$ cat config.mk
export PLATFORM = sky130hd
export DESIGN_NAME = hmc_user_top
export DESIGN_NICKNAME = d
export VERILOG_FILES = /design/src/common/hmc_pkg.sv /design/src/tx/hmc_req_packer.sv /design/src/rx/hmc_rsp_locate.sv /design/src/rx/hmc_rsp_assemble.sv /design/src/verilog/hmc_user_top.sv
export SDC_FILE = /design/constraint.sdc
export NUM_CORES = 2
export LEC_CHECK = 0
export ABC_AREA = 1
export BUFFER_PORTS_ARGS = -buffer_cell sky130_fd_sc_hd__buf_4
export CAP_MARGIN = 20
export CORE_AREA = 2 2 642 644
export DETAILED_ROUTE_END_ITERATION = 10
export DIE_AREA = 0 0 644 646
export PLACE_DENSITY = 0.38
export SYNTH_ARGS = -nofsm -noshare
export SYNTH_HDL_FRONTEND = slang
export SYNTH_SLANG_ARGS = --single-unit
$ cat constraint.sdc
create_clock -name CLK -period 16.8 [get_ports CLK]
set_input_delay 0.84 -clock CLK [delete_from_list [all_inputs] [get_ports CLK]]
set_output_delay 0.84 -clock CLK [all_outputs]
set_load 0.05 [all_outputs]
$ cat src/common/hmc_pkg.sv
// --------------------------------------------------
// Shared HMC widths, command codes, FLIT control and
// response slice structs, request header builder
// --------------------------------------------------

`default_nettype none

package hmc_pkg;

  // --------------------------------------------------
  // Datapath widths
  // --------------------------------------------------
  // One FLIT is 128 bits, four FLITs per stream word
  localparam int FLIT_W = 128;
  localparam int FPW    = 4;
  localparam int BUS_W  = FPW * FLIT_W;

  // User side widths
  // Address counts 32-byte units
  localparam int ADDR_W = 27;
  localparam int TAG_W  = 9;
  localparam int DATA_W = 256;

  // --------------------------------------------------
  // Request commands and packet lengths
  // --------------------------------------------------
  // Posted 32-byte write, no response returned
  localparam logic [5:0] CMD_P_WR32 = 6'b011001;
  // 32-byte read, answered by RD_RS
  localparam logic [5:0] CMD_RD32   = 6'b110001;

  // Lengths in FLITs, header and tail included
  localparam logic [3:0] LNG_WR = 4'd3;
  localparam logic [3:0] LNG_RD = 4'd1;

  // Posted writes never get a response, so one tag serves all
  localparam logic [TAG_W-1:0] WR_TAG = 9'd1;

  // Tag field inside a request or response header
  localparam int HDR_TAG_LSB = 15;
  localparam int HDR_TAG_MSB = 23;

  // --------------------------------------------------
  // Stream sideband and internal slice
  // --------------------------------------------------
  // TUSER layout, bit n of each field belongs to lane n
  // Tail in [11:8], head in [7:4], valid in [3:0]
  typedef struct packed {
    logic [FPW-1:0] tail;
    logic [FPW-1:0] head;
    logic [FPW-1:0] valid;
  } flit_ctrl_t;

  // What the locator found in one receive word
  typedef struct packed {
    logic              head_found;
    logic [1:0]        head_lane;
    logic              complete;
    logic              cont;
    logic [TAG_W-1:0]  tag;
    // Right-aligned, unused upper bits are zero
    logic [DATA_W-1:0] data;
  } rsp_slice_t;

  // Request header
  // CUB and RES zero, ADDR[33:0] is {2'b00, addr, 5'b0}
  // LNG repeated in DLN, bit 6 reserved zero
  function automatic logic [63:0] hmc_req_header(
    input logic [5:0]        cmd,
    input logic [3:0]        lng,
    input logic [ADDR_W-1:0] addr,
    input logic [TAG_W-1:0]  tag
  );
    logic [33:0] byte_addr;
    byte_addr = {2'b00, addr, 5'b00000};
    return {3'b000, 3'b000, byte_addr, tag, lng, lng, 1'b0, cmd};
  endfunction

endpackage

`default_nettype wire

$ cat src/tx/hmc_req_packer.sv
// --------------------------------------------------
// Request packer: startup wait, write and read
// acceptance, held transmit word
// --------------------------------------------------

`default_nettype none

module hmc_req_packer #(
  parameter int START_WAIT_LOG2 = 8
) (
  input  wire                            CLK,
  input  wire                            RST,
  input  wire                            post_done_i,
  // Write side
  input  wire                            wr_req_i,
  input  wire [hmc_pkg::ADDR_W-1:0]      wr_addr_i,
  input  wire [hmc_pkg::DATA_W-1:0]      wr_data_i,
  output logic                           wr_ready_o,
  // Read side
  input  wire                            rd_req_i,
  input  wire [hmc_pkg::ADDR_W-1:0]      rd_addr_i,
  input  wire [hmc_pkg::TAG_W-1:0]       tag_i,
  output logic                           rd_ready_o,
  // Transmit stream
  output logic                           tx_tvalid_o,
  input  wire                            tx_tready_i,
  output logic [hmc_pkg::BUS_W-1:0]      tx_tdata_o,
  output hmc_pkg::flit_ctrl_t            tx_tuser_o
);

  // Top bit of the counter marks the end of the wait
  logic [START_WAIT_LOG2:0]   wait_cnt;
  logic                       start_done;
  logic                       slot_free;
  logic                       wr_acc;
  logic                       rd_acc;
  logic [63:0]                wr_hdr;
  logic [63:0]                rd_hdr;
  logic [hmc_pkg::BUS_W-1:0]  word_d;
  hmc_pkg::flit_ctrl_t        user_d;

  // --------------------------------------------------
  // Startup wait after power-on done
  // --------------------------------------------------
  assign start_done = wait_cnt[START_WAIT_LOG2];

  always_ff @(posedge CLK) begin
    if (RST) begin
      wait_cnt <= '0;
    end else if (post_done_i && !start_done) begin
      wait_cnt <= wait_cnt + 1'b1;
    end
  end

  // Register can take a new word when empty or draining this cycle
  assign slot_free  = !tx_tvalid_o || tx_tready_i;
  assign wr_ready_o = start_done && slot_free;
  assign rd_ready_o = start_done && slot_free;

  assign wr_acc = wr_req_i && wr_ready_o;
  assign rd_acc = rd_req_i && rd_ready_o;

  // --------------------------------------------------
  // Word packing
  // --------------------------------------------------
  assign wr_hdr = hmc_pkg::hmc_req_header(hmc_pkg::CMD_P_WR32, hmc_pkg::LNG_WR,
                                          wr_addr_i, hmc_pkg::WR_TAG);
  assign rd_hdr = hmc_pkg::hmc_req_header(hmc_pkg::CMD_RD32, hmc_pkg::LNG_RD,
                                          rd_addr_i, tag_i);

  always_comb begin
    word_d = '0;
    user_d = '0;
    // Write in lanes 0..2 with data straddling the header lane and the tail lane
    if (wr_acc) begin
      word_d[3*hmc_pkg::FLIT_W-1:0] = {64'd0, wr_data_i, wr_hdr};
      user_d.valid[2:0] = 3'b111;
      user_d.head[2:0]  = 3'b001;
      user_d.tail[2:0]  = 3'b100;
    end
    // Read header and zero tail in lane 3
    if (rd_acc) begin
      word_d[hmc_pkg::BUS_W-1:3*hmc_pkg::FLIT_W] = {64'd0, rd_hdr};
      user_d.valid[3] = 1'b1;
      user_d.head[3]  = 1'b1;
      user_d.tail[3]  = 1'b1;
    end
  end

  // Valid and sideband hold while the controller stalls
  always_ff @(posedge CLK) begin
    if (RST) begin
      tx_tvalid_o <= 1'b0;
      tx_tuser_o  <= '0;
    end else if (slot_free) begin
      tx_tvalid_o <= wr_acc || rd_acc;
      tx_tuser_o  <= user_d;
    end
  end

  always_ff @(posedge CLK) begin
    if (slot_free) begin
      tx_tdata_o <= word_d;
    end
  end

  // Stalled word must not move
  a_tx_hold : assert property (@(posedge CLK) disable iff (RST)
    tx_tvalid_o && !tx_tready_i |=>
      tx_tvalid_o && $stable(tx_tdata_o) && $stable(tx_tuser_o));

  // No request opens within the wait length after a reset
  a_no_early_ready : assert property (@(posedge CLK) disable iff (RST)
    (wr_ready_o || rd_ready_o) |-> !$past(RST, 1 << START_WAIT_LOG2));

endmodule

`default_nettype wire

$ cat src/rx/hmc_rsp_locate.sv
// --------------------------------------------------
// Response locator: head and continuation matching
// on one receive word, tag and data extraction
// --------------------------------------------------

`default_nettype none

module hmc_rsp_locate (
  input  wire                          rx_tvalid_i,
  input  wire [hmc_pkg::BUS_W-1:0]     rx_tdata_i,
  input  hmc_pkg::flit_ctrl_t          rx_tuser_i,
  input  wire                          pending_i,
  output hmc_pkg::rsp_slice_t          slice_o
);

  logic [hmc_pkg::FPW-1:0]  v;
  logic [hmc_pkg::FPW-1:0]  h;
  logic [hmc_pkg::FPW-1:0]  t;
  logic                     head0_hit;
  logic                     head1_hit;
  logic                     head2_hit;
  logic                     head3_hit;
  logic                     cont2_hit;
  logic                     cont3_hit;
  logic [1:0]               lane;
  logic [63:0]              hdr;

  assign v = rx_tuser_i.valid;
  assign h = rx_tuser_i.head;
  assign t = rx_tuser_i.tail;

  // --------------------------------------------------
  // Pattern match
  // --------------------------------------------------
  // Heads at lanes 0 and 1 hold the whole response
  assign head0_hit = rx_tvalid_i && v[2:0] == 3'b111 && h[2:0] == 3'b001 &&
                     t[2:0] == 3'b100;
  assign head1_hit = rx_tvalid_i && v[3:1] == 3'b111 && h[3:1] == 3'b001 &&
                     t[3:1] == 3'b100;
  // Heads at lanes 2 and 3 run into the next word
  assign head2_hit = rx_tvalid_i && v[3:2] == 2'b11 && h[3:2] == 2'b01 &&
                     t[3:2] == 2'b00;
  assign head3_hit = rx_tvalid_i && v[3] && h[3] && !t[3];

  // Low lanes without a head only count while a head is waiting
  // Tail in lane 0 ends a lane 2 head
  assign cont2_hit = rx_tvalid_i && pending_i && v[0] && !h[0] && t[0];
  // Tail in lane 1 ends a lane 3 head
  assign cont3_hit = rx_tvalid_i && pending_i && v[1:0] == 2'b11 &&
                     h[1:0] == 2'b00 && t[1:0] == 2'b10;

  // Header lane for tag extraction
  always_comb begin
    if (head0_hit) begin
      lane = 2'd0;
    end else if (head1_hit) begin
      lane = 2'd1;
    end else if (head2_hit) begin
      lane = 2'd2;
    end else begin
      lane = 2'd3;
    end
  end

  assign hdr = rx_tdata_i[lane*hmc_pkg::FLIT_W +: 64];

  // --------------------------------------------------
  // Slice build
  // --------------------------------------------------
  // One event per word, a continuation wins over a new head
  always_comb begin
    slice_o = '0;
    if (cont2_hit) begin
      slice_o.cont      = 1'b1;
      slice_o.complete  = 1'b1;
      slice_o.data[63:0] = rx_tdata_i[63:0];
    end else if (cont3_hit) begin
      slice_o.cont        = 1'b1;
      slice_o.complete    = 1'b1;
      slice_o.data[191:0] = rx_tdata_i[191:0];
    end else if (head0_hit || head1_hit || head2_hit || head3_hit) begin
      slice_o.head_found = 1'b1;
      slice_o.head_lane  = lane;
      slice_o.tag        = hdr[hmc_pkg::HDR_TAG_MSB:hmc_pkg::HDR_TAG_LSB];
      // Data starts in the upper half of the header FLIT
      if (head0_hit || head1_hit) begin
        slice_o.complete = 1'b1;
        slice_o.data     = rx_tdata_i[lane*hmc_pkg::FLIT_W + 64 +: hmc_pkg::DATA_W];
      end else if (head2_hit) begin
        slice_o.data[191:0] = rx_tdata_i[hmc_pkg::BUS_W-1 -: 192];
      end else begin
        slice_o.data[63:0] = rx_tdata_i[hmc_pkg::BUS_W-1 -: 64];
      end
    end
  end

endmodule

`default_nettype wire

$ cat src/rx/hmc_rsp_assemble.sv
// --------------------------------------------------
// Response assembler: partial head storage, merge
// with continuation, registered read data and tag
// --------------------------------------------------

`default_nettype none

module hmc_rsp_assemble (
  input  wire                            CLK,
  input  wire                            RST,
  input  wire                            post_done_i,
  input  hmc_pkg::rsp_slice_t            slice_i,
  output logic                           pending_o,
  output logic                           rx_tready_o,
  output logic                           rsp_valid_o,
  output logic [hmc_pkg::DATA_W-1:0]     rsp_data_o,
  output logic [hmc_pkg::TAG_W-1:0]      rsp_tag_o
);

  logic                         armed;
  logic                         store;
  // Head at lane 3 keeps 64 bits, lane 2 keeps 192
  logic                         pend_lane3;
  logic [hmc_pkg::TAG_W-1:0]    part_tag;
  logic [191:0]                 part_data;
  logic [hmc_pkg::DATA_W-1:0]   merged;

  // Partial head waits for the next valid word
  assign store = armed && slice_i.head_found && !slice_i.complete;

  // Continuation bits go on top of the stored part
  assign merged = pend_lane3 ? {slice_i.data[191:0], part_data[63:0]} :
                               {slice_i.data[63:0], part_data};

  // --------------------------------------------------
  // Control
  // --------------------------------------------------
  always_ff @(posedge CLK) begin
    if (RST) begin
      armed       <= 1'b0;
      rx_tready_o <= 1'b0;
      pending_o   <= 1'b0;
      rsp_valid_o <= 1'b0;
    end else begin
      rx_tready_o <= 1'b1;
      if (post_done_i) begin
        armed <= 1'b1;
      end
      rsp_valid_o <= armed && slice_i.complete;
      if (armed && slice_i.cont) begin
        pending_o <= 1'b0;
      end
      if (store) begin
        pending_o <= 1'b1;
      end
    end
  end

  // --------------------------------------------------
  // Payload
  // --------------------------------------------------
  always_ff @(posedge CLK) begin
    if (store) begin
      part_tag   <= slice_i.tag;
      part_data  <= slice_i.data[191:0];
      pend_lane3 <= slice_i.head_lane == 2'd3;
    end
    if (armed && slice_i.complete) begin
      rsp_tag_o  <= slice_i.cont ? part_tag : slice_i.tag;
      rsp_data_o <= slice_i.cont ? merged : slice_i.data;
    end
  end

  // Locator and assembler must agree on the pending head
  a_cont_pending : assert property (@(posedge CLK) disable iff (RST)
    slice_i.cont |-> pending_o);

endmodule

`default_nettype wire

$ cat src/verilog/hmc_user_top.sv
// --------------------------------------------------
// HMC user side top: request packer and response
// locator with assembler
// --------------------------------------------------

`default_nettype none

module hmc_user_top #(
  parameter int START_WAIT_LOG2 = 8
) (
  input  wire                           CLK,
  input  wire                           RST,
  input  wire                           post_done_i,
  // Write side
  input  wire                           wr_req_i,
  input  wire [hmc_pkg::ADDR_W-1:0]     wr_addr_i,
  input  wire [hmc_pkg::DATA_W-1:0]     wr_data_i,
  output logic                          wr_ready_o,
  // Read side
  input  wire                           rd_req_i,
  input  wire [hmc_pkg::ADDR_W-1:0]     rd_addr_i,
  input  wire [hmc_pkg::TAG_W-1:0]      tag_i,
  output logic                          rd_ready_o,
  // Transmit stream to the link controller
  output logic                          tx_tvalid_o,
  input  wire                           tx_tready_i,
  output logic [hmc_pkg::BUS_W-1:0]     tx_tdata_o,
  output hmc_pkg::flit_ctrl_t           tx_tuser_o,
  // Receive stream from the link controller
  input  wire                           rx_tvalid_i,
  output logic                          rx_tready_o,
  input  wire [hmc_pkg::BUS_W-1:0]      rx_tdata_i,
  input  hmc_pkg::flit_ctrl_t           rx_tuser_i,
  // Read response
  output logic                          rsp_valid_o,
  output logic [hmc_pkg::DATA_W-1:0]    rsp_data_o,
  output logic [hmc_pkg::TAG_W-1:0]     rsp_tag_o
);

  hmc_pkg::rsp_slice_t  rsp_slice;
  logic                 rsp_pending;

  // --------------------------------------------------
  // Transmit path
  // --------------------------------------------------
  hmc_req_packer #(
    .START_WAIT_LOG2 (START_WAIT_LOG2)
  ) i_hmc_req_packer (
    .CLK         (CLK),
    .RST         (RST),
    .post_done_i (post_done_i),
    .wr_req_i    (wr_req_i),
    .wr_addr_i   (wr_addr_i),
    .wr_data_i   (wr_data_i),
    .wr_ready_o  (wr_ready_o),
    .rd_req_i    (rd_req_i),
    .rd_addr_i   (rd_addr_i),
    .tag_i       (tag_i),
    .rd_ready_o  (rd_ready_o),
    .tx_tvalid_o (tx_tvalid_o),
    .tx_tready_i (tx_tready_i),
    .tx_tdata_o  (tx_tdata_o),
    .tx_tuser_o  (tx_tuser_o)
  );

  // --------------------------------------------------
  // Receive path
  // --------------------------------------------------
  // Slice is combinational, registered once in the assembler
  hmc_rsp_locate i_hmc_rsp_locate (
    .rx_tvalid_i (rx_tvalid_i),
    .rx_tdata_i  (rx_tdata_i),
    .rx_tuser_i  (rx_tuser_i),
    .pending_i   (rsp_pending),
    .slice_o     (rsp_slice)
  );

  hmc_rsp_assemble i_hmc_rsp_assemble (
    .CLK         (CLK),
    .RST         (RST),
    .post_done_i (post_done_i),
    .slice_i     (rsp_slice),
    .pending_o   (rsp_pending),
    .rx_tready_o (rx_tready_o),
    .rsp_valid_o (rsp_valid_o),
    .rsp_data_o  (rsp_data_o),
    .rsp_tag_o   (rsp_tag_o)
  );

endmodule

`default_nettype wire

==> impl_metrics.tcl <==
set metrics [dict create \
    clock.fmax_mhz 176 \
    overflow 0 \
    dieArea_um2 416000 \
    ir_drop_mv 0.0730 \
    clkPwrFrac_pct 50.0 \
    seqPwrFrac_pct 41.6 \
    synthTopCellsByArea "edfxtp_1, nand2_1, inv_1" \
    ys_ff_latch 804 \
    drtIter0Drc 3116 \
    avgSynthCellArea_um2 8.39 \
    grt_pass1_vias 41200 \
    grt_antenna_before_repair 125 \
    end_kind "register" \
    synth_top_cell_area_share_pct 52.8 \
    num_io_pins 1644 \
    relSlewSlack_pct 21.1 \
    cts_tree "yes" \
    finalHoldViolations 0 \
    drc 0 \
    min_from "tag_i[6]" \
    fin_skew_ns 0.0516 \
    cts.path.max_buffers 4 \
    swShare_pct 26.0 \
    path_cells "nand2_1 > inv_2 > nand4_1 > buf_4 > nand2_8 > buf_12 > nor2_1 > nor2_4 > buf_4 > buf_4" \
    gp_routability_congestion 0.870 \
    maxCapViolations 0 \
    reg2reg_from "i_hmc_rsp_assemble.pending_o" \
    syn_area_um2 44800 \
    final-setup-viol-count 0 \
    post-cts-setup-buffers 0 \
    cp_max_fo 78 \
    vias 42500 \
    syn_inst 5341 \
    core_um2 409000 \
    hold_path.class "input port to register" \
    switchingPower_mw 1.37 \
    holdBufCountCts 0 \
    drv_slew 0 \
    grt_pass1_wl_um 394000 \
    grt_max_degree 144 \
    crit_family "buffers and inverters" \
    postSynth.asyncResetShare_pct 0 \
    grt.busiest_layer "met2" \
    die_h_um 646 \
    start_kind "register" \
    critPathRequiredTime_ns 17.26 \
    rsz0062_at_grt "false" \
    slowest_stage "buf_4" \
    grt_usage_pct 14.1 \
    worst_slack_ns 11.13 \
    use_met2_pct 26.3 \
    clk_latency_ns 0.85 \
    p_leak_nw 29.3 \
    synth-edff-count 788 \
    vias_per_cell 3.47 \
    yosysWarnings 0 \
    final_nets 7503 \
    ys.flop_type "edfxtp_1" \
    numCtsBuffers 116 \
    cpPeakStageDelay_ns 0.85 \
    dp_hpwl_um 235000 \
    start_util_pct 11.0 \
    core.rowCount 235 \
    crit_start "i_hmc_rsp_assemble.pending_o" \
    ys_seq_area_share_pct 53.5 \
    tightest_slew_ns 1.18 \
    root_buffer "clkbuf_16" \
    antenna_left 0 \
    status "complete, no violations" \
    p_int_mw 3.89 \
    pwr-share-comb_pct 8.4 \
    synth_cell_type_count 42 \
    clock_sinks 804 \
    clk_pin_slew_ns 0.07 \
    period_minus_slack_ns 5.67 \
    cts-resized-gates 0 \
    synth_commonest_cells "nand2_1, inv_1, edfxtp_1" \
    dr.pass1.iters 6 \
    syn2layout_area_growth_pct 45.2 \
    critPathBufInv 5 \
    finalCritPeriodShare_pct 33.8 \
    crit_top_cell "buf_4" \
    tns_ns 0 \
    use_met1_pct 13.6 \
    port_buffers 1459 \
    htreeDepth 3 \
    crit_type "register to register" \
    arrival_ns 6.13 \
    synth.most_common_cell "nand2_1" \
    fp.dieW_um 644 \
    grt_use_met3_pct 3.40 \
    wl_per_cell_um 25.1 \
    dp_slack_ns 9.48 \
    p_per_area_nw_per_um2 80.8 \
    synth.largest_area_cell "edfxtp_1" \
    drt_wl_total_um 307000 \
    drive_above_1_share_pct 26.4 \
]
[final timing paths]
kind	to	slack, ns	cells past startpoint
min	i_hmc_req_packer.tx_tdata_o[405]	0.27	3
max	i_hmc_rsp_assemble.rsp_data_o[121]	11.13	10
max reg2reg	i_hmc_rsp_assemble.rsp_data_o[121]	11.13	10
min reg2reg	i_hmc_req_packer.wait_cnt[2]	0.48	2
[placed cells by master, fill, tap and decap left out, types with 17 or more instances in the layout]
cell / count
nand2_1: 1132
a21oi_1: 168
a2bb2oi_1: 61
conb_1: 184
and2_1: 87
nand3_1: 292
edfxtp_1: 788
diode_2: 69
o21bai_2: 35
clkinv_1: 19
inv_1: 933
o21ai_0: 287
clkinv_2: 18
nor2_1: 626
o21ai_1: 83
o211ai_1: 51
buf_4: 1519
clkbuf_1: 22
clkbuf_16: 117
o21a_1: 22
or2_0: 44
bufinv_16: 17
nand4_1: 96
[cell families (layout without fill, tap and decap cells)]
family | count (synthesis) | in the layout | synth area share [%]
adders and majority gates | 1 | 1 | 0.0279
xor gates and xnor gates | 2 | 2 | 0.0391
AOI/OAI and AO/OA | 741 | 741 | 9.86
and+or+nand+nor | 2332 | 2332 | 22.0
other | 1 | 253 | 0.00837
DFF | 804 | 804 | 53.5
buffers and inverters | 1460 | 2681 | 14.5
[metal layers]
metal	wire length, um	up-vias
met5	195	-
met4	22900	30
met3	21000	516
met2	163000	2005
met1	101000	20500
li1	-	19500
[worst reg2reg max path: cells and delay by family, from the launching register on]
family	cells	cell delay (ns)
simple gates	5	2.04
buf+inv	5	2.85
flops	1	0.33
[registers in the layout, indices dropped and copies added (netlist names)]
signal	cells
i_hmc_rsp_assemble.rsp_data_o	256
i_hmc_rsp_assemble.pend_lane3	1
i_hmc_req_packer.wait_cnt	9
i_hmc_rsp_assemble.part_tag	9
i_hmc_rsp_assemble.part_data	192
i_hmc_req_packer.tx_tdata_o	321
i_hmc_req_packer.tx_tvalid_o	1
i_hmc_rsp_assemble.armed	1
i_hmc_rsp_assemble.pending_o	1
i_hmc_rsp_assemble.rsp_valid_o	1
i_hmc_rsp_assemble.rx_tready_o	1
i_hmc_rsp_assemble.rsp_tag_o	9
i_hmc_req_packer.tx_tuser_o	2
[power groups by stage]
stage / logic [mW] / clock network [mW] / registers (mW)
after floorplan: 0.215 / 0 / 2.23
after global placement: 0.451 / 0 / 2.23
after detailed placement: 0.450 / 0 / 2.23
after CTS: 0.451 / 2.74 / 2.18
after global routing: 0.472 / 2.79 / 2.18
final: 0.444 / 2.63 / 2.18
[per-stage QoR]
| step | hold WS, ns | instances | total power [mW] | cell area [um2] | utilization [%] |
|---|---|---|---|---|---|
| finish | 0.274 | 12300 | 5.26 | 65100 | 15.9 |
| global route | 0.186 | 12300 | 5.45 | 65000 | 15.9 |
| CTS | 0.148 | 12200 | 5.37 | 64900 | 15.9 |
| detailed placement | 0.468 | 12000 | 2.68 | 61000 | 14.9 |
| global placement | 0.463 | 12000 | 2.68 | 61000 | 14.9 |
| floorplan | 0.443 | 5524 | 2.45 | 45500 | - |
[final cells by class]
cell class	instances	area, um2
sequential	804	24000
tap	5451	6820
timing repair buffer	1525	11500
multi-input combinational	3260	15100
clock buffer	141	3040
clock inverter	70	833
inverter	945	3570
antenna	69	173
fill	46800	344000
Note: power is estimated with default switching activity, not from simulation.
